File: src/rv_dec_pkg.sv
package rv_dec_pkg;

    localparam int XLEN   = 32;
    localparam int REG_AW = 5;

    // Major opcodes
    localparam logic [6:0] OP_OP       = 7'b0110011;
    localparam logic [6:0] OP_OP_IMM   = 7'b0010011;
    localparam logic [6:0] OP_LUI      = 7'b0110111;
    localparam logic [6:0] OP_AUIPC    = 7'b0010111;
    localparam logic [6:0] OP_LOAD     = 7'b0000011;
    localparam logic [6:0] OP_STORE    = 7'b0100011;
    localparam logic [6:0] OP_BRANCH   = 7'b1100011;
    localparam logic [6:0] OP_JAL      = 7'b1101111;
    localparam logic [6:0] OP_JALR     = 7'b1100111;
    localparam logic [6:0] OP_MISC_MEM = 7'b0001111;
    localparam logic [6:0] OP_SYSTEM   = 7'b1110011;

    typedef enum logic [5:0] {
        KIND_ADD, KIND_SUB, KIND_AND, KIND_OR, KIND_XOR,
        KIND_SLL, KIND_SRL, KIND_SRA, KIND_SLTU,
        KIND_ADDI, KIND_ANDI, KIND_ORI, KIND_XORI,
        KIND_SLLI, KIND_SRLI, KIND_SRAI,
        KIND_LUI, KIND_AUIPC, KIND_LW, KIND_LBU, KIND_SW,
        KIND_BEQ, KIND_BNE, KIND_BLT, KIND_BGE, KIND_BLTU, KIND_BGEU,
        KIND_JAL, KIND_JALR,
        KIND_FENCE, KIND_ECALL, KIND_EBREAK, KIND_MRET,
        KIND_ILLEGAL
    } instr_kind_e;

    typedef enum logic [2:0] {
        FMT_R, FMT_I, FMT_S, FMT_B, FMT_U, FMT_J, FMT_SYS, FMT_ILLEGAL
    } instr_fmt_e;

    typedef enum logic [3:0] {
        ALU_ADD  = 4'd0,
        ALU_SUB  = 4'd1,
        ALU_AND  = 4'd2,
        ALU_OR   = 4'd3,
        ALU_XOR  = 4'd4,
        ALU_SLL  = 4'd5,
        ALU_SRL  = 4'd6,
        ALU_SRA  = 4'd7,
        ALU_SLTU = 4'd8,
        ALU_NONE = 4'hF
    } alu_op_e;

    typedef enum logic [2:0] {
        CMP_EQ, CMP_NE, CMP_LT, CMP_GE, CMP_LTU, CMP_GEU, CMP_NONE
    } cmp_op_e;

    typedef enum logic [1:0] {
        ALU_IN1_ZERO, ALU_IN1_RS1
    } alu_in1_e;

    typedef enum logic [1:0] {
        ALU_IN2_ZERO, ALU_IN2_RS2, ALU_IN2_IMM_I, ALU_IN2_IMM_SHAMT
    } alu_in2_e;

    typedef enum logic [2:0] {
        ADDER_NONE, ADDER_EA, ADDER_PC_REL, ADDER_BR_TARGET, ADDER_IND_TARGET, ADDER_J_TARGET
    } adder_use_e;

    typedef enum logic [1:0] {
        ADD_IN1_ZERO, ADD_IN1_RS1, ADD_IN1_PC
    } add_in1_e;

    typedef enum logic [2:0] {
        ADD_IN2_ZERO, ADD_IN2_IMM_I, ADD_IN2_IMM_S, ADD_IN2_IMM_B, ADD_IN2_IMM_J, ADD_IN2_UIMM
    } add_in2_e;

    typedef enum logic [2:0] {
        WB_NONE, WB_ALU, WB_IMM_LUI, WB_ADDER, WB_LOAD, WB_LOAD_ZEXT8, WB_PC_PLUS4
    } wb_sel_e;

    typedef struct packed {
        logic [REG_AW-1:0] rs1;
        logic [REG_AW-1:0] rs2;
        logic [REG_AW-1:0] rd;
        logic              rs1_used;
        logic              rs2_used;
        logic              rd_write_en;
        logic              wb_en;         // rd_write_en with rd != x0
    } reg_use_t;

    typedef struct packed {
        logic       alu_en;
        alu_op_e    alu_op;
        alu_in1_e   alu_in1_sel;
        alu_in2_e   alu_in2_sel;
        cmp_op_e    cmp_op;
        logic       cmp_out_used;
        adder_use_e adder_use;
        add_in1_e   add_in1_sel;
        add_in2_e   add_in2_sel;
        logic       add_postproc;         // Clear LSB of adder result
    } exec_ctrl_t;

    typedef struct packed {
        wb_sel_e    wb_sel;
        logic       mem_read;
        logic       mem_write;
        logic       mem_wdata_sel;        // 1 selects rs2
        logic [3:0] mem_wstrb;
    } mem_wb_t;

    typedef struct packed {
        logic            illegal;
        instr_fmt_e      fmt;
        reg_use_t        regs;
        exec_ctrl_t      exec;
        mem_wb_t         memwb;
        logic [XLEN-1:0] imm;
    } decode_t;

endpackage

File: src/rv_dec_classify.sv
`timescale 1ns/1ps

module rv_dec_classify (
    input  logic [rv_dec_pkg::XLEN-1:0] instr_i,
    output rv_dec_pkg::instr_kind_e     kind_o,
    output rv_dec_pkg::instr_fmt_e      fmt_o,
    output rv_dec_pkg::reg_use_t        reg_use_o
);

    logic [6:0]  opcode;
    logic [2:0]  funct3;
    logic [6:0]  funct7;
    logic [11:0] imm12;
    logic        sys_regs_zero;

    assign opcode        = instr_i[6:0];
    assign funct3        = instr_i[14:12];
    assign funct7        = instr_i[31:25];
    assign imm12         = instr_i[31:20];
    assign sys_regs_zero = (instr_i[19:15] == '0) && (instr_i[11:7] == '0);

    always_comb begin
        kind_o = rv_dec_pkg::KIND_ILLEGAL;
        case (opcode)
            rv_dec_pkg::OP_OP: begin
                case ({funct7, funct3})
                    {7'b0000000, 3'b000}: kind_o = rv_dec_pkg::KIND_ADD;
                    {7'b0100000, 3'b000}: kind_o = rv_dec_pkg::KIND_SUB;
                    {7'b0000000, 3'b111}: kind_o = rv_dec_pkg::KIND_AND;
                    {7'b0000000, 3'b110}: kind_o = rv_dec_pkg::KIND_OR;
                    {7'b0000000, 3'b100}: kind_o = rv_dec_pkg::KIND_XOR;
                    {7'b0000000, 3'b001}: kind_o = rv_dec_pkg::KIND_SLL;
                    {7'b0000000, 3'b101}: kind_o = rv_dec_pkg::KIND_SRL;
                    {7'b0100000, 3'b101}: kind_o = rv_dec_pkg::KIND_SRA;
                    {7'b0000000, 3'b011}: kind_o = rv_dec_pkg::KIND_SLTU;
                    default: ;
                endcase
            end
            rv_dec_pkg::OP_OP_IMM: begin
                case (funct3)
                    3'b000: kind_o = rv_dec_pkg::KIND_ADDI;
                    3'b111: kind_o = rv_dec_pkg::KIND_ANDI;
                    3'b110: kind_o = rv_dec_pkg::KIND_ORI;
                    3'b100: kind_o = rv_dec_pkg::KIND_XORI;
                    3'b001: if (funct7 == 7'b0000000) kind_o = rv_dec_pkg::KIND_SLLI;
                    3'b101: begin
                        if (funct7 == 7'b0000000) kind_o = rv_dec_pkg::KIND_SRLI;
                        else if (funct7 == 7'b0100000) kind_o = rv_dec_pkg::KIND_SRAI;
                    end
                    default: ;                     // No sltiu in this subset
                endcase
            end
            rv_dec_pkg::OP_LUI:   kind_o = rv_dec_pkg::KIND_LUI;
            rv_dec_pkg::OP_AUIPC: kind_o = rv_dec_pkg::KIND_AUIPC;
            rv_dec_pkg::OP_LOAD: begin
                if (funct3 == 3'b010) kind_o = rv_dec_pkg::KIND_LW;
                else if (funct3 == 3'b100) kind_o = rv_dec_pkg::KIND_LBU;
            end
            rv_dec_pkg::OP_STORE: if (funct3 == 3'b010) kind_o = rv_dec_pkg::KIND_SW;
            rv_dec_pkg::OP_BRANCH: begin
                case (funct3)
                    3'b000: kind_o = rv_dec_pkg::KIND_BEQ;
                    3'b001: kind_o = rv_dec_pkg::KIND_BNE;
                    3'b100: kind_o = rv_dec_pkg::KIND_BLT;
                    3'b101: kind_o = rv_dec_pkg::KIND_BGE;
                    3'b110: kind_o = rv_dec_pkg::KIND_BLTU;
                    3'b111: kind_o = rv_dec_pkg::KIND_BGEU;
                    default: ;
                endcase
            end
            rv_dec_pkg::OP_JAL:  kind_o = rv_dec_pkg::KIND_JAL;
            rv_dec_pkg::OP_JALR: if (funct3 == 3'b000) kind_o = rv_dec_pkg::KIND_JALR;
            rv_dec_pkg::OP_MISC_MEM: if (funct3 == 3'b000) kind_o = rv_dec_pkg::KIND_FENCE;
            rv_dec_pkg::OP_SYSTEM: begin
                if (funct3 == 3'b000 && sys_regs_zero) begin
                    if (imm12 == 12'h000) kind_o = rv_dec_pkg::KIND_ECALL;
                    else if (imm12 == 12'h001) kind_o = rv_dec_pkg::KIND_EBREAK;
                    else if (imm12 == 12'h302) kind_o = rv_dec_pkg::KIND_MRET;
                end
            end
            default: ;
        endcase
    end

    always_comb begin
        case (kind_o)
            rv_dec_pkg::KIND_ADD, rv_dec_pkg::KIND_SUB, rv_dec_pkg::KIND_AND,
            rv_dec_pkg::KIND_OR, rv_dec_pkg::KIND_XOR, rv_dec_pkg::KIND_SLL,
            rv_dec_pkg::KIND_SRL, rv_dec_pkg::KIND_SRA, rv_dec_pkg::KIND_SLTU:
                fmt_o = rv_dec_pkg::FMT_R;
            rv_dec_pkg::KIND_ADDI, rv_dec_pkg::KIND_ANDI, rv_dec_pkg::KIND_ORI,
            rv_dec_pkg::KIND_XORI, rv_dec_pkg::KIND_SLLI, rv_dec_pkg::KIND_SRLI,
            rv_dec_pkg::KIND_SRAI, rv_dec_pkg::KIND_LW, rv_dec_pkg::KIND_LBU,
            rv_dec_pkg::KIND_JALR:
                fmt_o = rv_dec_pkg::FMT_I;
            rv_dec_pkg::KIND_SW: fmt_o = rv_dec_pkg::FMT_S;
            rv_dec_pkg::KIND_BEQ, rv_dec_pkg::KIND_BNE, rv_dec_pkg::KIND_BLT,
            rv_dec_pkg::KIND_BGE, rv_dec_pkg::KIND_BLTU, rv_dec_pkg::KIND_BGEU:
                fmt_o = rv_dec_pkg::FMT_B;
            rv_dec_pkg::KIND_LUI, rv_dec_pkg::KIND_AUIPC: fmt_o = rv_dec_pkg::FMT_U;
            rv_dec_pkg::KIND_JAL: fmt_o = rv_dec_pkg::FMT_J;
            rv_dec_pkg::KIND_FENCE, rv_dec_pkg::KIND_ECALL, rv_dec_pkg::KIND_EBREAK,
            rv_dec_pkg::KIND_MRET:
                fmt_o = rv_dec_pkg::FMT_SYS;
            default: fmt_o = rv_dec_pkg::FMT_ILLEGAL;
        endcase
    end

    // Register use follows the format alone
    always_comb begin
        reg_use_o.rs1         = instr_i[19:15];
        reg_use_o.rs2         = instr_i[24:20];
        reg_use_o.rd          = instr_i[11:7];
        reg_use_o.rs1_used    = fmt_o inside {rv_dec_pkg::FMT_R, rv_dec_pkg::FMT_I,
                                              rv_dec_pkg::FMT_S, rv_dec_pkg::FMT_B};
        reg_use_o.rs2_used    = fmt_o inside {rv_dec_pkg::FMT_R, rv_dec_pkg::FMT_S,
                                              rv_dec_pkg::FMT_B};
        reg_use_o.rd_write_en = fmt_o inside {rv_dec_pkg::FMT_R, rv_dec_pkg::FMT_I,
                                              rv_dec_pkg::FMT_U, rv_dec_pkg::FMT_J};
        reg_use_o.wb_en       = reg_use_o.rd_write_en && (instr_i[11:7] != '0);
    end

endmodule

File: src/rv_dec_exec_ctrl.sv
`timescale 1ns/1ps

module rv_dec_exec_ctrl (
    input  rv_dec_pkg::instr_kind_e kind_i,
    output rv_dec_pkg::exec_ctrl_t  exec_o
);

    always_comb begin
        exec_o.alu_op       = rv_dec_pkg::ALU_NONE;
        exec_o.alu_in2_sel  = rv_dec_pkg::ALU_IN2_ZERO;
        exec_o.cmp_op       = rv_dec_pkg::CMP_NONE;
        exec_o.adder_use    = rv_dec_pkg::ADDER_NONE;
        exec_o.add_in1_sel  = rv_dec_pkg::ADD_IN1_ZERO;
        exec_o.add_in2_sel  = rv_dec_pkg::ADD_IN2_ZERO;
        exec_o.add_postproc = 1'b0;

        case (kind_i)
            rv_dec_pkg::KIND_ADD, rv_dec_pkg::KIND_ADDI: exec_o.alu_op = rv_dec_pkg::ALU_ADD;
            rv_dec_pkg::KIND_SUB:                        exec_o.alu_op = rv_dec_pkg::ALU_SUB;
            rv_dec_pkg::KIND_AND, rv_dec_pkg::KIND_ANDI: exec_o.alu_op = rv_dec_pkg::ALU_AND;
            rv_dec_pkg::KIND_OR, rv_dec_pkg::KIND_ORI:   exec_o.alu_op = rv_dec_pkg::ALU_OR;
            rv_dec_pkg::KIND_XOR, rv_dec_pkg::KIND_XORI: exec_o.alu_op = rv_dec_pkg::ALU_XOR;
            rv_dec_pkg::KIND_SLL, rv_dec_pkg::KIND_SLLI: exec_o.alu_op = rv_dec_pkg::ALU_SLL;
            rv_dec_pkg::KIND_SRL, rv_dec_pkg::KIND_SRLI: exec_o.alu_op = rv_dec_pkg::ALU_SRL;
            rv_dec_pkg::KIND_SRA, rv_dec_pkg::KIND_SRAI: exec_o.alu_op = rv_dec_pkg::ALU_SRA;
            rv_dec_pkg::KIND_SLTU:                       exec_o.alu_op = rv_dec_pkg::ALU_SLTU;
            default: ;
        endcase

        case (kind_i)
            rv_dec_pkg::KIND_ADD, rv_dec_pkg::KIND_SUB, rv_dec_pkg::KIND_AND,
            rv_dec_pkg::KIND_OR, rv_dec_pkg::KIND_XOR, rv_dec_pkg::KIND_SLL,
            rv_dec_pkg::KIND_SRL, rv_dec_pkg::KIND_SRA, rv_dec_pkg::KIND_SLTU:
                exec_o.alu_in2_sel = rv_dec_pkg::ALU_IN2_RS2;
            rv_dec_pkg::KIND_ADDI, rv_dec_pkg::KIND_ANDI, rv_dec_pkg::KIND_ORI,
            rv_dec_pkg::KIND_XORI:
                exec_o.alu_in2_sel = rv_dec_pkg::ALU_IN2_IMM_I;
            rv_dec_pkg::KIND_SLLI, rv_dec_pkg::KIND_SRLI, rv_dec_pkg::KIND_SRAI:
                exec_o.alu_in2_sel = rv_dec_pkg::ALU_IN2_IMM_SHAMT;
            default: ;
        endcase

        // Comparator and branch target
        case (kind_i)
            rv_dec_pkg::KIND_BEQ:  exec_o.cmp_op = rv_dec_pkg::CMP_EQ;
            rv_dec_pkg::KIND_BNE:  exec_o.cmp_op = rv_dec_pkg::CMP_NE;
            rv_dec_pkg::KIND_BLT:  exec_o.cmp_op = rv_dec_pkg::CMP_LT;
            rv_dec_pkg::KIND_BGE:  exec_o.cmp_op = rv_dec_pkg::CMP_GE;
            rv_dec_pkg::KIND_BLTU: exec_o.cmp_op = rv_dec_pkg::CMP_LTU;
            rv_dec_pkg::KIND_BGEU: exec_o.cmp_op = rv_dec_pkg::CMP_GEU;
            default: ;
        endcase
        exec_o.cmp_out_used = (exec_o.cmp_op != rv_dec_pkg::CMP_NONE);

        case (kind_i)
            rv_dec_pkg::KIND_LW, rv_dec_pkg::KIND_LBU, rv_dec_pkg::KIND_SW: begin
                exec_o.adder_use   = rv_dec_pkg::ADDER_EA;
                exec_o.add_in1_sel = rv_dec_pkg::ADD_IN1_RS1;
                exec_o.add_in2_sel = (kind_i == rv_dec_pkg::KIND_SW) ?
                                     rv_dec_pkg::ADD_IN2_IMM_S : rv_dec_pkg::ADD_IN2_IMM_I;
            end
            rv_dec_pkg::KIND_AUIPC: begin
                exec_o.adder_use   = rv_dec_pkg::ADDER_PC_REL;
                exec_o.add_in1_sel = rv_dec_pkg::ADD_IN1_PC;
                exec_o.add_in2_sel = rv_dec_pkg::ADD_IN2_UIMM;
            end
            rv_dec_pkg::KIND_JAL: begin
                exec_o.adder_use   = rv_dec_pkg::ADDER_J_TARGET;
                exec_o.add_in1_sel = rv_dec_pkg::ADD_IN1_PC;
                exec_o.add_in2_sel = rv_dec_pkg::ADD_IN2_IMM_J;
            end
            rv_dec_pkg::KIND_JALR: begin
                exec_o.adder_use    = rv_dec_pkg::ADDER_IND_TARGET;
                exec_o.add_in1_sel  = rv_dec_pkg::ADD_IN1_RS1;
                exec_o.add_in2_sel  = rv_dec_pkg::ADD_IN2_IMM_I;
                exec_o.add_postproc = 1'b1;        // Target LSB forced to 0
            end
            default: begin
                if (exec_o.cmp_out_used) begin
                    exec_o.adder_use   = rv_dec_pkg::ADDER_BR_TARGET;
                    exec_o.add_in1_sel = rv_dec_pkg::ADD_IN1_PC;
                    exec_o.add_in2_sel = rv_dec_pkg::ADD_IN2_IMM_B;
                end
            end
        endcase

        exec_o.alu_en      = (exec_o.alu_op != rv_dec_pkg::ALU_NONE);
        exec_o.alu_in1_sel = exec_o.alu_en ? rv_dec_pkg::ALU_IN1_RS1 : rv_dec_pkg::ALU_IN1_ZERO;
    end

endmodule

File: src/rv_dec_imm_gen.sv
`timescale 1ns/1ps

module rv_dec_imm_gen (
    input  logic [rv_dec_pkg::XLEN-1:0] instr_i,
    input  rv_dec_pkg::instr_kind_e     kind_i,
    output logic [rv_dec_pkg::XLEN-1:0] imm_o
);

    logic [rv_dec_pkg::XLEN-1:0] imm_i;
    logic [rv_dec_pkg::XLEN-1:0] imm_s;
    logic [rv_dec_pkg::XLEN-1:0] imm_b;
    logic [rv_dec_pkg::XLEN-1:0] imm_u;
    logic [rv_dec_pkg::XLEN-1:0] imm_j;
    logic [rv_dec_pkg::XLEN-1:0] imm_shamt;

    assign imm_i     = {{20{instr_i[31]}}, instr_i[31:20]};
    assign imm_s     = {{20{instr_i[31]}}, instr_i[31:25], instr_i[11:7]};
    assign imm_b     = {{20{instr_i[31]}}, instr_i[7], instr_i[30:25], instr_i[11:8], 1'b0};
    assign imm_u     = {instr_i[31:12], 12'b0};
    assign imm_j     = {{12{instr_i[31]}}, instr_i[19:12], instr_i[20], instr_i[30:21], 1'b0};
    assign imm_shamt = {27'b0, instr_i[24:20]};

    always_comb begin
        case (kind_i)
            rv_dec_pkg::KIND_ADDI, rv_dec_pkg::KIND_ANDI, rv_dec_pkg::KIND_ORI,
            rv_dec_pkg::KIND_XORI, rv_dec_pkg::KIND_LW, rv_dec_pkg::KIND_LBU,
            rv_dec_pkg::KIND_JALR:
                imm_o = imm_i;
            rv_dec_pkg::KIND_SLLI, rv_dec_pkg::KIND_SRLI, rv_dec_pkg::KIND_SRAI:
                imm_o = imm_shamt;
            rv_dec_pkg::KIND_SW: imm_o = imm_s;
            rv_dec_pkg::KIND_BEQ, rv_dec_pkg::KIND_BNE, rv_dec_pkg::KIND_BLT,
            rv_dec_pkg::KIND_BGE, rv_dec_pkg::KIND_BLTU, rv_dec_pkg::KIND_BGEU:
                imm_o = imm_b;
            rv_dec_pkg::KIND_LUI, rv_dec_pkg::KIND_AUIPC: imm_o = imm_u;
            rv_dec_pkg::KIND_JAL: imm_o = imm_j;
            default: imm_o = '0;                   // R-type, fence, system, illegal
        endcase
    end

endmodule

File: src/rv_dec_mem_wb_ctrl.sv
`timescale 1ns/1ps

module rv_dec_mem_wb_ctrl (
    input  rv_dec_pkg::instr_kind_e kind_i,
    output rv_dec_pkg::mem_wb_t     memwb_o
);

    always_comb begin
        case (kind_i)
            rv_dec_pkg::KIND_ADD, rv_dec_pkg::KIND_SUB, rv_dec_pkg::KIND_AND,
            rv_dec_pkg::KIND_OR, rv_dec_pkg::KIND_XOR, rv_dec_pkg::KIND_SLL,
            rv_dec_pkg::KIND_SRL, rv_dec_pkg::KIND_SRA, rv_dec_pkg::KIND_SLTU,
            rv_dec_pkg::KIND_ADDI, rv_dec_pkg::KIND_ANDI, rv_dec_pkg::KIND_ORI,
            rv_dec_pkg::KIND_XORI, rv_dec_pkg::KIND_SLLI, rv_dec_pkg::KIND_SRLI,
            rv_dec_pkg::KIND_SRAI:
                memwb_o.wb_sel = rv_dec_pkg::WB_ALU;
            rv_dec_pkg::KIND_LUI:   memwb_o.wb_sel = rv_dec_pkg::WB_IMM_LUI;
            rv_dec_pkg::KIND_AUIPC: memwb_o.wb_sel = rv_dec_pkg::WB_ADDER;
            rv_dec_pkg::KIND_LW:    memwb_o.wb_sel = rv_dec_pkg::WB_LOAD;
            rv_dec_pkg::KIND_LBU:   memwb_o.wb_sel = rv_dec_pkg::WB_LOAD_ZEXT8;
            rv_dec_pkg::KIND_JAL, rv_dec_pkg::KIND_JALR:
                memwb_o.wb_sel = rv_dec_pkg::WB_PC_PLUS4; // Link address
            default: memwb_o.wb_sel = rv_dec_pkg::WB_NONE;
        endcase

        memwb_o.mem_read      = (kind_i == rv_dec_pkg::KIND_LW) ||
                                (kind_i == rv_dec_pkg::KIND_LBU);
        memwb_o.mem_write     = (kind_i == rv_dec_pkg::KIND_SW);
        memwb_o.mem_wdata_sel = memwb_o.mem_write;         // Store data from rs2
        memwb_o.mem_wstrb     = {4{memwb_o.mem_write}};    // Word stores only
    end

endmodule

File: src/rv_decoder.sv
`timescale 1ns/1ps

module rv_decoder (
    input  logic                        clk_i,
    input  logic                        rst_i,
    input  logic [rv_dec_pkg::XLEN-1:0] instr_i,
    input  logic                        instr_valid_i,
    output rv_dec_pkg::decode_t         dec_o,
    output logic                        dec_valid_o
);

    rv_dec_pkg::instr_kind_e     kind;
    rv_dec_pkg::instr_fmt_e      fmt;
    rv_dec_pkg::reg_use_t        reg_use;
    rv_dec_pkg::exec_ctrl_t      exec_ctrl;
    rv_dec_pkg::mem_wb_t         memwb;
    logic [rv_dec_pkg::XLEN-1:0] imm;
    rv_dec_pkg::decode_t         dec_next;

    rv_dec_classify i_classify (
        .instr_i   (instr_i),
        .kind_o    (kind),
        .fmt_o     (fmt),
        .reg_use_o (reg_use)
    );

    rv_dec_imm_gen i_imm_gen (
        .instr_i (instr_i),
        .kind_i  (kind),
        .imm_o   (imm)
    );

    rv_dec_exec_ctrl i_exec_ctrl (
        .kind_i (kind),
        .exec_o (exec_ctrl)
    );

    rv_dec_mem_wb_ctrl i_mem_wb_ctrl (
        .kind_i  (kind),
        .memwb_o (memwb)
    );

    assign dec_next = '{illegal: (kind == rv_dec_pkg::KIND_ILLEGAL), fmt: fmt, regs: reg_use,
                        exec: exec_ctrl, memwb: memwb, imm: imm};

    always_ff @(posedge clk_i) begin
        if (rst_i) begin
            dec_valid_o         <= 1'b0;
            dec_o               <= '0;             // All enables low
            dec_o.illegal       <= 1'b1;
            dec_o.fmt           <= rv_dec_pkg::FMT_ILLEGAL;
            dec_o.exec.alu_op   <= rv_dec_pkg::ALU_NONE;
            dec_o.exec.cmp_op   <= rv_dec_pkg::CMP_NONE;
        end else begin
            dec_valid_o <= instr_valid_i;
            if (instr_valid_i) begin
                dec_o <= dec_next;                 // Holds between strobes
            end
        end
    end

endmodule

File: config.mk
export PLATFORM = sky130hd
export DESIGN_NAME = rv_decoder
export DESIGN_NICKNAME = d
export VERILOG_FILES = /design/src/rv_dec_pkg.sv /design/src/rv_dec_classify.sv /design/src/rv_dec_exec_ctrl.sv /design/src/rv_dec_imm_gen.sv /design/src/rv_dec_mem_wb_ctrl.sv /design/src/rv_decoder.sv
export SDC_FILE = /design/constraint.sdc
export NUM_CORES = 1
export LEC_CHECK = 0
export ABC_AREA = 1
export BUFFER_PORTS_ARGS = -buffer_cell sky130_fd_sc_hd__clkbuf_2
export CAP_MARGIN = 20
export CORE_UTILIZATION = 50
export DETAILED_ROUTE_END_ITERATION = 10
export PLACE_DENSITY_LB_ADDON = 0.12
export SYNTH_ARGS = -nofsm -noshare
export SYNTH_HDL_FRONTEND = slang
export SYNTH_SLANG_ARGS = --single-unit
File: constraint.sdc
create_clock -name clk_i -period 3.52 [get_ports clk_i]
set_input_delay 0.88 -clock clk_i [delete_from_list [all_inputs] [get_ports clk_i]]
set_output_delay 0.88 -clock clk_i [all_outputs]
set_load 0.02 [all_outputs]
# Word-level counts from Yosys, hierarchy flattened
# Memory sizes are Yosys's and may differ from the RTL's.
# Index checks and enable logic that the tools add are counted.
[classes] n_lt_le_gt_ge=0 addsub=0 shift=0 mul=0 reduce_logical=30 eq_ne=64 bitwise=0 n_mux=26 div_mod_pow=0
[ops] operator="32-bit case mux with 6 select lines" n=1
[ops] operator="6-bit by 5-bit equality test with 1-bit output (second input constant)" n=13
[ops] operator="6-bit case mux with 6 select lines" n=2
[ops] operator="6-bit two-way mux" n=11
[ops] operator="6-bit case mux with 11 select lines" n=1
[ops] operator="6-bit case mux with 9 select lines" n=1
[ops] operator="6-bit by 4-bit equality test with 1-bit output (second input constant)" n=8
[ops] operator="10-bit by 3-bit equality test with 1-bit output (second input constant)" n=4
[ops] operator="4-bit case mux with 9 select lines" n=1
[ops] operator="8-bit case mux with 4 select lines" n=1
[ops] operator="7-bit by 6-bit equality test with 1-bit output (second input constant)" n=4
[ops] operator="7-bit equality test (second input constant)" n=4
[ops] operator="6-bit by 3-bit equality test with 1-bit output (second input constant)" n=4
[ops] operator="10-bit by 9-bit equality test with 1-bit output (second input constant)" n=2
[ops] operator="3-bit equality test (second input constant)" n=6
[ops] operator="3-bit case mux with 6 select lines" n=1
[ops] operator="2-bit OR reduction" n=8
[ops] operator="7-bit by 5-bit equality test with 1-bit output (second input constant)" n=2
[ops] operator="12-bit by 1-bit equality test with 1-bit output (second input constant)" n=1
[ops] operator="12-bit by 10-bit equality test with 1-bit output (second input constant)" n=1
[ops] operator="6-bit by 2-bit equality test with 1-bit output (second input constant)" n=2
[ops] operator="12-bit zero test" n=1
[ops] operator="10-bit by 1-bit equality test with 1-bit output (second input constant)" n=1
[ops] operator="10-bit by 2-bit equality test with 1-bit output (second input constant)" n=1
[ops] operator="other kinds (28)" n=39
[totals] n_memories=2 output_inout_bits=88 romBits=288 regBits=84 input_bits=35 ram_bits=0 elab_cells=147 latch_bits=0
[memory_table] memory="(no name shown)" depth=64 width=3 rd=1 rd_ports_with_merged_regs=0 wr=0 line="rv_dec_classify.sv:86" text="case (kind_o)"
[memory_table] memory="(no name shown)" depth=32 width=3 rd=1 rd_ports_with_merged_regs=0 wr=0 line="rv_dec_mem_wb_ctrl.sv:9" text="case (kind_i)"

# Longest topological paths before layout
# Gate-level depths: netlist of the first run.
[logic_depth] depth_word=11 ltp_mapped=21 depth_no_buf=19

# Hierarchy
# A second synthesis of the first run with hierarchy kept.
[unflattened] hier_cells=915 area_unflattened_um2=5725.5
[by_module_without_submodules] module="rv_decoder" seq_area_each_um2=1761.7 area_each_um2=3061.7 instances=1 cells_each=387
[by_module_without_submodules] module="rv_dec_classify" seq_area_each_um2=0.0 area_each_um2=1277.5 instances=1 cells_each=234
[by_module_without_submodules] module="rv_dec_imm_gen" seq_area_each_um2=0.0 area_each_um2=880.8 instances=1 cells_each=189
[by_module_without_submodules] module="rv_dec_exec_ctrl" seq_area_each_um2=0.0 area_each_um2=384.1 instances=1 cells_each=80
[by_module_without_submodules] module="rv_dec_mem_wb_ctrl" seq_area_each_um2=0.0 area_each_um2=121.4 instances=1 cells_each=25

# Worst setup path before layout of the first run
# No wires, ideal clock.
[synth_path] kind="input -> register" startpoint="input instr_i[12] (netlist name)" endpoint="register dec_o[4] (netlist name)" setup_time_ns=0.112 slack_ns=0.751 t_arrival_ns=2.656 required_time_ns=3.408 stages=21 cell_sequence="buf_4 > nor2_4 > nand2_2 > inv_2 > nand2_1 > nor2_2 > nand3_2 > nand2_1 > nor2_1 > nand2_2 > buf_6 > nor2_1 > nand2_1 > nand3_1 > nor2_2 > nand3_2 > nand2_4 > nor2_8 > buf_6 > nand2_1 > nand2_1"
[synth_between] elab_chain_len=7 word_cells_on_any_way=52 classes_between="eq/ne: 34; mux: 11; reduce/logical: 7"
[synth_rtl] element="from (decl)" line="rv_decoder.sv:6" text="input logic [rv_dec_pkg::XLEN-1:0] instr_i,"
[synth_rtl] element="parallel branches: the longest is 3 deep, another holds 10-bit by 2-bit equality test with 1-bit output"
[synth_rtl] element="6-bit case mux with 11 select lines (*)" line="rv_dec_classify.sv:24" text="case (opcode)"
[synth_rtl] element="6-bit by 4-bit equality test with 1-bit output / 6-bit by 5-bit equality test with 1-bit output (equally long branches)" line="rv_dec_imm_gen.sv:24" text="case (kind_i)"
[synth_rtl] element="7-bit OR reduction, or another cell as far along" line="rv_dec_imm_gen.sv:24"
[synth_rtl] element="32-bit case mux with 6 select lines (*)" line="rv_dec_imm_gen.sv:24"
[synth_rtl] element="to (signal assigned)" line="rv_decoder.sv:57" text="dec_o <= dec_next;"
[synth_rtl] element="to (decl)" line="rv_decoder.sv:8" text="output rv_dec_pkg::decode_t dec_o,"
# Mark *: on every way between the ends.
# A chain may end at the register's enable or synchronous reset.

# Final worst setup path of the first run
[layout_path] startpoint="input instr_i[11] (netlist name)" endpoint="register dec_o[12] (netlist name)"
[layout_between] elab_chain_len=8 word_cells_on_any_way=30 classes_between="eq/ne: 20; mux: 3; reduce/logical: 7"
[layout_rtl] element="5-bit zero test (*)" line="rv_dec_classify.sv:20" text="assign sys_regs_zero = (instr_i[19:15] == '0) && (instr_i[11:7] == '0);"
[layout_rtl] element="1-bit logical AND (*)" line="rv_dec_classify.sv:20"
[layout_rtl] element="1-bit logical AND (*)" line="rv_dec_classify.sv:75" text="if (funct3 == 3'b000 && sys_regs_zero) begin"
[layout_rtl] element="6-bit two-way mux (*)" line="rv_dec_classify.sv:75"
[layout_rtl] element="6-bit case mux with 11 select lines (*)" line="rv_dec_classify.sv:24"
[layout_rtl] element="6-bit by 4-bit equality test with 1-bit output / 6-bit by 5-bit equality test with 1-bit output (equally long branches)" line="rv_dec_imm_gen.sv:24"
[layout_rtl] element="7-bit OR reduction, or another cell as far along" line="rv_dec_imm_gen.sv:24"
[layout_rtl] element="32-bit case mux with 6 select lines (*)" line="rv_dec_imm_gen.sv:24"
# Every way passes the cells marked *; elsewhere a longest branch is shown, timed or not.

==> metrics.txt, run 1 <==
outcome finished with violations; failing checks DRC; Syn-to-layout area delta 19.8%; initial antenna violation count 0; Buffers on Ports 121; largest net degree at the start of global routing 50; crit path kind input pin to flip-flop; reg-to-reg endpoint dec_o[32]; flops & latches, synth 81; WL per Instance 15.2 µm; Post-layout nets 864; total instance count after detailed placement 926; Die Area 9580 µm²; hold crit path type flip-flop to flip-flop; number of setup buffers added after CTS 0; Worst Tran Pin Value 0.662 ns; Leakage 2.94 nW; CP top delay family simple AND/OR/NAND/NOR gates; row count 34; vias in the first global route 4,674; H-Tree Depth 3; Final setup viols 0; stages on the worst setup path 18; CP dominant cell by count nand2_1; TritonCTS Buffers 9; DR vias/cell 5.39; Final HPWL DP 11,100 µm; DIE HEIGHT 97.9 µm; post-synth net total 745; post-synthesis cell type count 41; CP endpoint kind flip-flop; CP bufs+invs 2; clk sinks 81; number of flops mapped to enable cells by yosys 0; RePlAce Congestion 1.00; final hold viol count 0; 1st-iter DRT viols 292; max-cap violations 0; Initial DRT Pass Iterations 11; Fmax 0.320 GHz; clock slew at reported path FFs 0.09 ns; sequential-to-total area share from yosys stat 35.3%; RR Startpoint dec_o[32]; post-cts resize count 0; DR DRC count 20; hold path endpoint dec_o[19]; via count 5,082; # hold bufs at CTS 0; critical path required time 3.82 ns; Synth top area share 35.3%; Tcrit/Tclk final 88.7%; post-route ant nets 0; worst-path fanout max 23; setup TNS 0 ns; Cell Pwr Density 356 nW/µm²; CP arrival 3.43 ns; Mapped Area 4590 µm²; crit-path cells clkbuf_2 -> nor2_1 -> nand2_1 -> nor2_1 -> inv_1 -> nor2_2 -> nand3_2 -> nand3_1 -> nor2_1 -> nand2_2 -> nand3_1 -> nand2_1 -> nor2_2 -> nand3_2 -> nand2_4 -> nor2_8 -> nand2_1 -> nand2_1; CTS tree yes; hold-critical path depth 2; Antenna diodes 0; most frequent cell after synthesis nand2_1; root buf cell clkbuf_8; Synth top cells by count nand2_1, dfxtp_1, nor2_1, o21ai_0, inv_1; Post-synth ARST share 0%; R2R cell count 2; clk_lat worst skew 0.37 ns; gr usage total 30.2%; Final Critical Period 3.12 ns; IO Pins 123; Core ar. 8810 µm²; predominant post-synthesis flop cell dfxtp_1; Starting Density 52.2%; GR Overflow Total 0; Routed WL 14,300 µm; critical-path cell with the highest stage delay nor2_8; unrepaired setup endpoints after global routing false; slew margin rel. 55.8%; Mapped Cells 710; Ys Warns 0; dominant cells by area after synthesis dfxtp_1, nand2_1, nor2_1; fillers 833; Die X-Extent 97.9 µm; min-delay src dec_o[19]; Max Root-Sink Buffers 2; Slowest Stage Delay on Critical Path 0.29 ns; share of layout cells above drive strength 1 25.5%; worst vdd ir 244 µV; syn avg cell area 6.47 µm²; flop2flop setup slack 2.81 ns; clk_skew 0 ns; Non-Filler Instances 942; global-route wire length before repair 23,000 µm; Final Max Slew Viols 0; CP startpoint kind input pin; Yosys top cell by area dfxtp_1
## flip-flops by register name (all words and copies together) (netlist names)
signal / flops
dec_valid_o: 1
dec_o: 80
## cell families (layout without fill, tap and decap cells)
kind of cell | Yosys count | after routing | share of synthesized area (%)
buffers and inverters | 100 | 224 | 9.91
AOI/OAI and AO/OA | 120 | 120 | 15.1
DFF | 81 | 81 | 35.3
other | 1 | 1 | 0.0816
and+or+nand+nor | 408 | 408 | 39.6
## worst max path at each step
stage	endpoint	startpoint
5_1_grt	dec_o[13]	instr_i[27]
4_1_cts	dec_o[2]	instr_i[11]
3_3_place_gp	dec_o[28]	instr_i[11]
3_5_place_dp	dec_o[27]	instr_i[11]
6_report	dec_o[12]	instr_i[11]
2_1_floorplan	dec_o[4]	instr_i[12]
## area by class of cell
type                            instances  area, µm²  share of cell area (%)
Inverter                               70        265                    4.82
Tap cell                              108        135                    2.46
Clock inverter                          6       73.8                    1.34
Timing Repair Buffer                  138        746                    13.5
Sequential cell                        81       1620                    29.5
Multi-Input combinational cell        529       2520                    45.9
Clock buffer                           10        138                    2.50
## power by group
group          switching [W]  leakage [nW]  internal (W)
clock network       0.000388         0.101      0.000357
logic               0.000184          2.18     0.0000769
registers          0.0000142         0.660      0.000941
total               0.000586          2.94       0.00138
## per-layer routing
metal | global-route usage, % | wire length (µm) | vias to the layer above | part of all wire (%)
met3 | 4.44 | 778 | 32 | 5.4
li1 | - | - | 2523 | -
met4 | 12.6 | 410 | 0 | 2.9
met5 | 0 | 0 | - | 0
met2 | 51.0 | 6790 | 204 | 47
met1 | 38.4 | 6330 | 2323 | 44
## cell usage in the layout (no fill, tap or decap), types with 4 or more instances in the layout
cell,count
nand3_1,48
nand2_2,10
a221oi_1,4
nor2_1,80
a31oi_1,7
nor2_2,11
o211ai_1,8
nand4_1,5
nor3_1,6
nand2_1,227
a22oi_1,4
inv_1,51
o21ai_0,53
nor2_4,5
inv_2,16
dfxtp_1,81
clkbuf_8,10
buf_4,16
a21oi_1,31
clkbuf_2,121
nand3_2,7
## through the flow
step	util (%)	hold slack (ns)	power, W	setup WS [ns]	instance area (µm²)
after floorplan	-	0.531	0.00114	0.751	4590
after global placement	60.1	0.435	0.00123	0.157	5290
after detailed placement	60.1	0.441	0.00123	0.111	5290
after CTS	62.5	0.459	0.00196	0.480	5500
after global routing	62.5	0.481	0.00202	0.237	5500
final	62.5	0.455	0.00196	0.396	5500
## tightest hold or removal path, stage by stage, from the launching register on
cell and delay (ns):
dfxtp_1 0.32, nand2_1 0.06, nand2_1 0.04
(Power assumes the default switching activity.)
==> inputs of run 2 (changes only) <==
- ABC_AREA: 1 -> default
- SKIP_LAST_GASP: default -> 1
==> metrics.txt, run 2 <==
sequential-to-total area share from yosys stat 39.0%; row count 32; slew margin rel. 40.7%; top flop regs dec_o: 80 flops, dec_valid_o: 1 flops; fillers 591; hold crit path type flip-flop to flip-flop; Final setup viols 0; DIE HEIGHT 93.2 µm; Synth top area share 39.0%; initial antenna violation count 0; Fmax 0.285 GHz; Post-synth ARST share 0%; Ys Warns 0; number of flops mapped to enable cells by yosys 0; RePlAce Congestion 0.997; Antenna diodes 0; clk_skew 0 ns; crit path from instr_i[7]; crit path kind input pin to flip-flop; commonest non-fill, non-tap cell in the layout clkbuf_2; CP arrival 3.77 ns; clk_lat worst skew 0.36 ns; syn avg cell area 8.72 µm²; GR Overflow Total 0; unrepaired setup endpoints after global routing true; min-delay src dec_o[40]; total instance count after detailed placement 783; Final HPWL DP 11,200 µm; final hold slack 0.465 ns; Buffers on Ports 121; critical-path cell with the highest stage delay or4_4; CP top delay family simple AND/OR/NAND/NOR gates; final hold viol count 0; Routed WL 14,300 µm; gr usage total 33.2%; DR DRC count 0; Leakage 2.83 nW; cell area after layout 5950 µm²; area of the multi-input gates 2370 µm²; Mapped Cells 477; register area 1620 µm²; share of layout cells above drive strength 1 41.5%; crit-path cells clkbuf_2 -> or4_4 -> or4_4 -> nor3_1 -> nor4_1 -> buf_4 -> nand2_1 -> nor3b_1 -> buf_4 -> nor3b_4 -> buf_4 -> a32oi_1 -> nand2_1; dominant cells by area after synthesis dfxtp_1, nor2_1, mux2i_1; area post-placement 5660 µm²; commonest non-fill, non-tap cells in the layout clkbuf_2, buf_4, dfxtp_1; CP endpoint kind flip-flop; Syn-to-layout area delta 42.9%; most frequent cell after synthesis dfxtp_1; H-Tree Depth 3; Max Root-Sink Buffers 2; Post-layout nets 727; Worst Tran Pin Value 0.886 ns; Slowest Stage Delay on Critical Path 0.56 ns; Yosys top cell by area dfxtp_1; max-cap violations 0; Final Max Slew Viols 0; CP bufs+invs 4; post-synth net total 512; IO Pins 123; DR vias/cell 5.80; vias in the first global route 4,383; via count 4,636; Mapped Area 4160 µm²; Non-Filler Instances 799; CTS tree yes; Initial DRT Pass Iterations 5; Tcrit/Tclk final 99.7%; Die Area 8690 µm²; root buf cell clkbuf_8; flops & latches, synth 81; WL per Instance 17.9 µm; largest register by flop count dec_o; TritonCTS Buffers 9; worst slack, placed -0.287 ns; outcome finished clean; post-route ant nets 0; Starting Density 52.7%; critical path required time 3.78 ns; CP dominant cell by count buf_4; post-synthesis cell type count 78; predominant post-synthesis flop cell dfxtp_1; Cell Pwr Density 356 nW/µm²; clk sinks 81; largest net degree at the start of global routing 41; global-route wire length before repair 22,100 µm; CP startpoint kind input pin; worst-path fanout max 8; 1st-iter DRT viols 257; RR Startpoint dec_o[11]; clock slew at reported path FFs 0.10 ns; Die X-Extent 93.2 µm; Synth top cells by count dfxtp_1, nor2_1, nand2_1, clkbuf_1, o21ai_0; setup ws final 0.0122 ns; max FFs per register 80; worst vdd ir 265 µV; Core ar. 7890 µm²; Final Critical Period 3.51 ns
[run 2: worst paths after layout]
kind	endpoint	slack [ns]	cells past startpoint
worst max-delay path	dec_o[0]	0.01	13
worst min-delay path	dec_o[40]	0.46	2
worst max register to register	dec_o[11]	2.46	3
worst min register to register	dec_o[40]	0.46	2
[run 2: area by class of cell]
class                   instances  area share (%)
repair buffers                243            26.0
flip-flops and latches         81            27.3
inverters                       8           0.505
multi-input cells             349            39.8
clock inverters                 7            2.19
well taps                     102            2.15
clock buffers                   9            2.08
[run 2: routing by layer]
layer	GRT usage [%]	wire (µm)	vias to the layer above
met5	0	0	-
met2	59.0	7080	192
met3	6.67	828	26
met4	11.7	344	0
met1	39.4	6080	2203
li1	-	-	2215
[run 2: per-stage QoR]
stage / power [W] / TNS (ns) / util, %
after CTS: 0.00211 / 0 / 75.0
final: 0.00211 / 0 / 75.4
after global routing: 0.00217 / -1.34 / 75.4
after floorplan: 0.00112 / -0.0474 / -
after detailed placement: 0.00126 / -8.53 / 71.7
after global placement: 0.00126 / -11.70 / 71.7
[run 2: timing repair]
item / CTS / global route
hold buffers: 0 / 0
resized for setup: 0 / 7
endpoints found under the hold margin: 0 / 0
setup endpoints to repair: 0 / 37
buffers inserted: 0 / 0
[run 2: report_power, final]
part           internal [W]  switching [W]
clock network      0.000486       0.000382
logic              0.000120       0.000176
registers          0.000938      0.0000120
total               0.00154       0.000570
[run 2: cells by family after synthesis]
kind of cell / after synthesis / synth area share [%]
other: 1 / 0.0901
buffers and inverters: 47 / 5.38
AND/OR/NAND/NOR: 192 / 24.7
flip-flops: 81 / 39.0
AO/OA/AOI/OAI: 132 / 25.2
multiplexers: 19 / 4.57
XOR/XNOR: 5 / 1.05
[run 2: worst register-to-register path, cell delays in order (launching register included)]
cell     delay [ns]
dfxtp_1        0.34
and2_1         0.16
a221o_1        0.27
o22a_1         0.18
==> inputs of run 3 (changes only) <==
- SYNTH_HIERARCHICAL: default -> 1
==> metrics.txt, run 3 <==
share of layout cells above drive strength 1 39.7%; initial antenna violation count 0; mux cell area share after synthesis 14.6%; flop2flop setup slack 2.62 ns; global-route wire length before repair 23,100 µm; via count 5,080; row count 37; max FFs per register 87; clock slew at reported path FFs 0.09 ns; CP arrival 3.86 ns; commonest non-fill, non-tap cells in the layout clkbuf_2, buf_4, nor2_1; Cell Pwr Density 302 nW/µm²; Initial DRT Pass Iterations 7; IO Pins 123; TritonCTS Buffers 9; Adder-Cell Fraction of Synth Area 0.574%; predominant post-synthesis flop cell dfxtp_1; Core ar. 10,500 µm²; H-Tree Depth 3; Die Area 11,300 µm²; Starting Density 52.1%; Final Max Slew Viols 0; setup ws final -0.0312 ns; vias in the first global route 4,760; crit-path cells buf_6 -> or4_4 -> or4_4 -> nor3_2 -> nor2_1 -> or4_4 -> a2111oi_4 -> buf_4 -> and2_1 -> mux2i_1 -> nor2_1; Fmax 0.282 GHz; hold crit path type flip-flop to flip-flop; Ys Warns 6; gr usage total 25.3%; root buf cell clkbuf_8; CP bufs+invs 2; flops & latches, synth 88; worst vdd ir 275 µV; cell area after layout 6960 µm²; dominant cells by area after synthesis dfxtp_1, mux2i_1, nor2_1; outcome finished with violations; Mapped Area 5450 µm²; Yosys top cell by area dfxtp_1; CTS tree yes; total power draw 0.00210 W; largest net degree at the start of global routing 89; # hold bufs at CTS 0; slew margin rel. 61.3%; worst slack, placed -0.449 ns; failing checks setup timing; Max Root-Sink Buffers 2; Synth top cells by count nor2_1, dfxtp_1, mux2i_1, buf_4, a21oi_1; post-synthesis simple-gate area fraction 23.2%; Post-synth ARST share 0%; Mapped Cells 612; sequential-to-total area share from yosys stat 32.3%; hold-critical path depth 2; post-synthesis cell type count 85; Synth Area in Compound Gates 17.1%; Worst Tran Pin Value 0.580 ns; DIE HEIGHT 106 µm; min-delay src dec_o[18]; CP dominant cell by count or4_4; fillers 934; Routed WL 14,500 µm; Die X-Extent 106 µm; final hold slack 0.503 ns; commonest non-fill, non-tap cell in the layout clkbuf_2; hold path endpoint dec_o[18]; CP endpoint kind flip-flop; largest register by flop count dec_o; largest family of logic cells by synthesized area simple AND/OR/NAND/NOR gates; post-synth net total 647; Slowest Stage Delay on Critical Path 0.64 ns; WL per Instance 15.6 µm; unrepaired setup endpoints after global routing true; worst-path fanout max 7; Leakage 3.36 nW; 1st-iter DRT viols 252; Syn-to-layout area delta 27.6%; clk sinks 88; Buffers on Ports 122; max-cap violations 0; DR DRC count 0; RePlAce Congestion 0.833; syn avg cell area 8.91 µm²; RR Startpoint dec_o[86]; critical-path cell with the highest stage delay or4_4; Final Critical Period 3.55 ns; Tcrit/Tclk final 101%; Antenna diodes 0; crit path kind input pin to flip-flop; Final HPWL DP 10,300 µm; post-route ant nets 0; fin util 66.5%; CP top delay family simple AND/OR/NAND/NOR gates; DR vias/cell 5.45; clk_lat worst skew 0.37 ns; final hold viol count 0; reg-to-reg endpoint dec_o[86]; CP startpoint kind input pin; critical path required time 3.82 ns; Post-Synth XOR/XNOR Area 0.482%; number of flops mapped to enable cells by yosys 0; area post-placement 6470 µm²; GR Overflow Total 0; top flop regs dec_o: 87 flops, dec_valid_o: 1 flops; most frequent cell after synthesis nor2_1; Synth top area share 32.3%; R2R cell count 2; Final setup viols 10; Post-layout nets 826; clk_skew 0 ns
==> run 3: report_power, final <==
part           total [W]  switching (W)  internal, W
registers        0.00103      0.0000106      0.00102
logic           0.000339       0.000188     0.000151
clock network   0.000735       0.000382     0.000353
total            0.00210       0.000580      0.00152
==> run 3: final cells by class <==
cell class / count / area (µm²) / area share, %
flip-flops and latches: 88 / 1760 / 25.3
well taps: 136 / 170 / 2.45
clock inverters: 5 / 63.8 / 0.917
inverters: 11 / 46.3 / 0.666
multi-input cells: 444 / 3230 / 46.4
clock buffers: 11 / 141 / 2.03
repair inverters: 1 / 6.26 / 0.0899
repair buffers: 236 / 1540 / 22.1
==> run 3: routing by layer <==
metal / global-route usage (%) / wire [µm] / vias up
met4: 8.51 / 291 / 0
met5: 0 / 0 / -
met2: 41.8 / 6930 / 165
li1: - / - / 2514
met3: 5.33 / 719 / 27
met1: 32.6 / 6580 / 2374
==> run 3: worst min-delay path: cells and delay by family, from the launching register on <==
kind,cells,cell delay [ns]
flip-flops,1,0.34
multiplexers,1,0.07
AND/OR/NAND/NOR,1,0.07
==> run 3: worst max-delay path by stage <==
stage | startpoint | endpoint | slack (ns) | depth (start not counted)
2_1_floorplan | instr_i[25] | dec_o[21] | -0.21 | 14
3_3_place_gp | instr_i[25] | dec_o[14] | -0.34 | 13
3_5_place_dp | instr_i[25] | dec_o[3] | -0.45 | 13
4_1_cts | instr_i[25] | dec_o[22] | 0.002 | 13
5_1_grt | instr_i[25] | dec_o[37] | -0.11 | 12
6_report | instr_i[25] | dec_o[5] | -0.03 | 11
==> run 3: cell families (layout without fill, tap and decap cells) <==
| logic type | after synthesis | in the layout |
|---|---|---|
| buffers and inverters | 81 | 264 |
| other | 1 | 1 |
| AO/OA/AOI/OAI | 126 | 126 |
| XOR/XNOR | 3 | 3 |
| adder cells (fa/ha/maj) | 3 | 3 |
| AND/OR/NAND/NOR | 231 | 232 |
| flip-flops | 88 | 88 |
| multiplexers | 79 | 79 |
==> run 3: per-stage QoR <==
| stage | setup TNS, ns | std cells |
|---|---|---|
| after global routing | -2.12 | 932 |
| after CTS | 0 | 917 |
| after floorplan | -4.47 | 612 |
| final | -0.153 | 932 |
| after global placement | -16.11 | 901 |
| after detailed placement | -19.80 | 901 |
==> run 3: timing repair <==
item	in CTS	in global routing
resized for setup	2	35
setup endpoints to repair	6	52
pin swaps	1	22
setup buffers	0	13
cloned	0	2
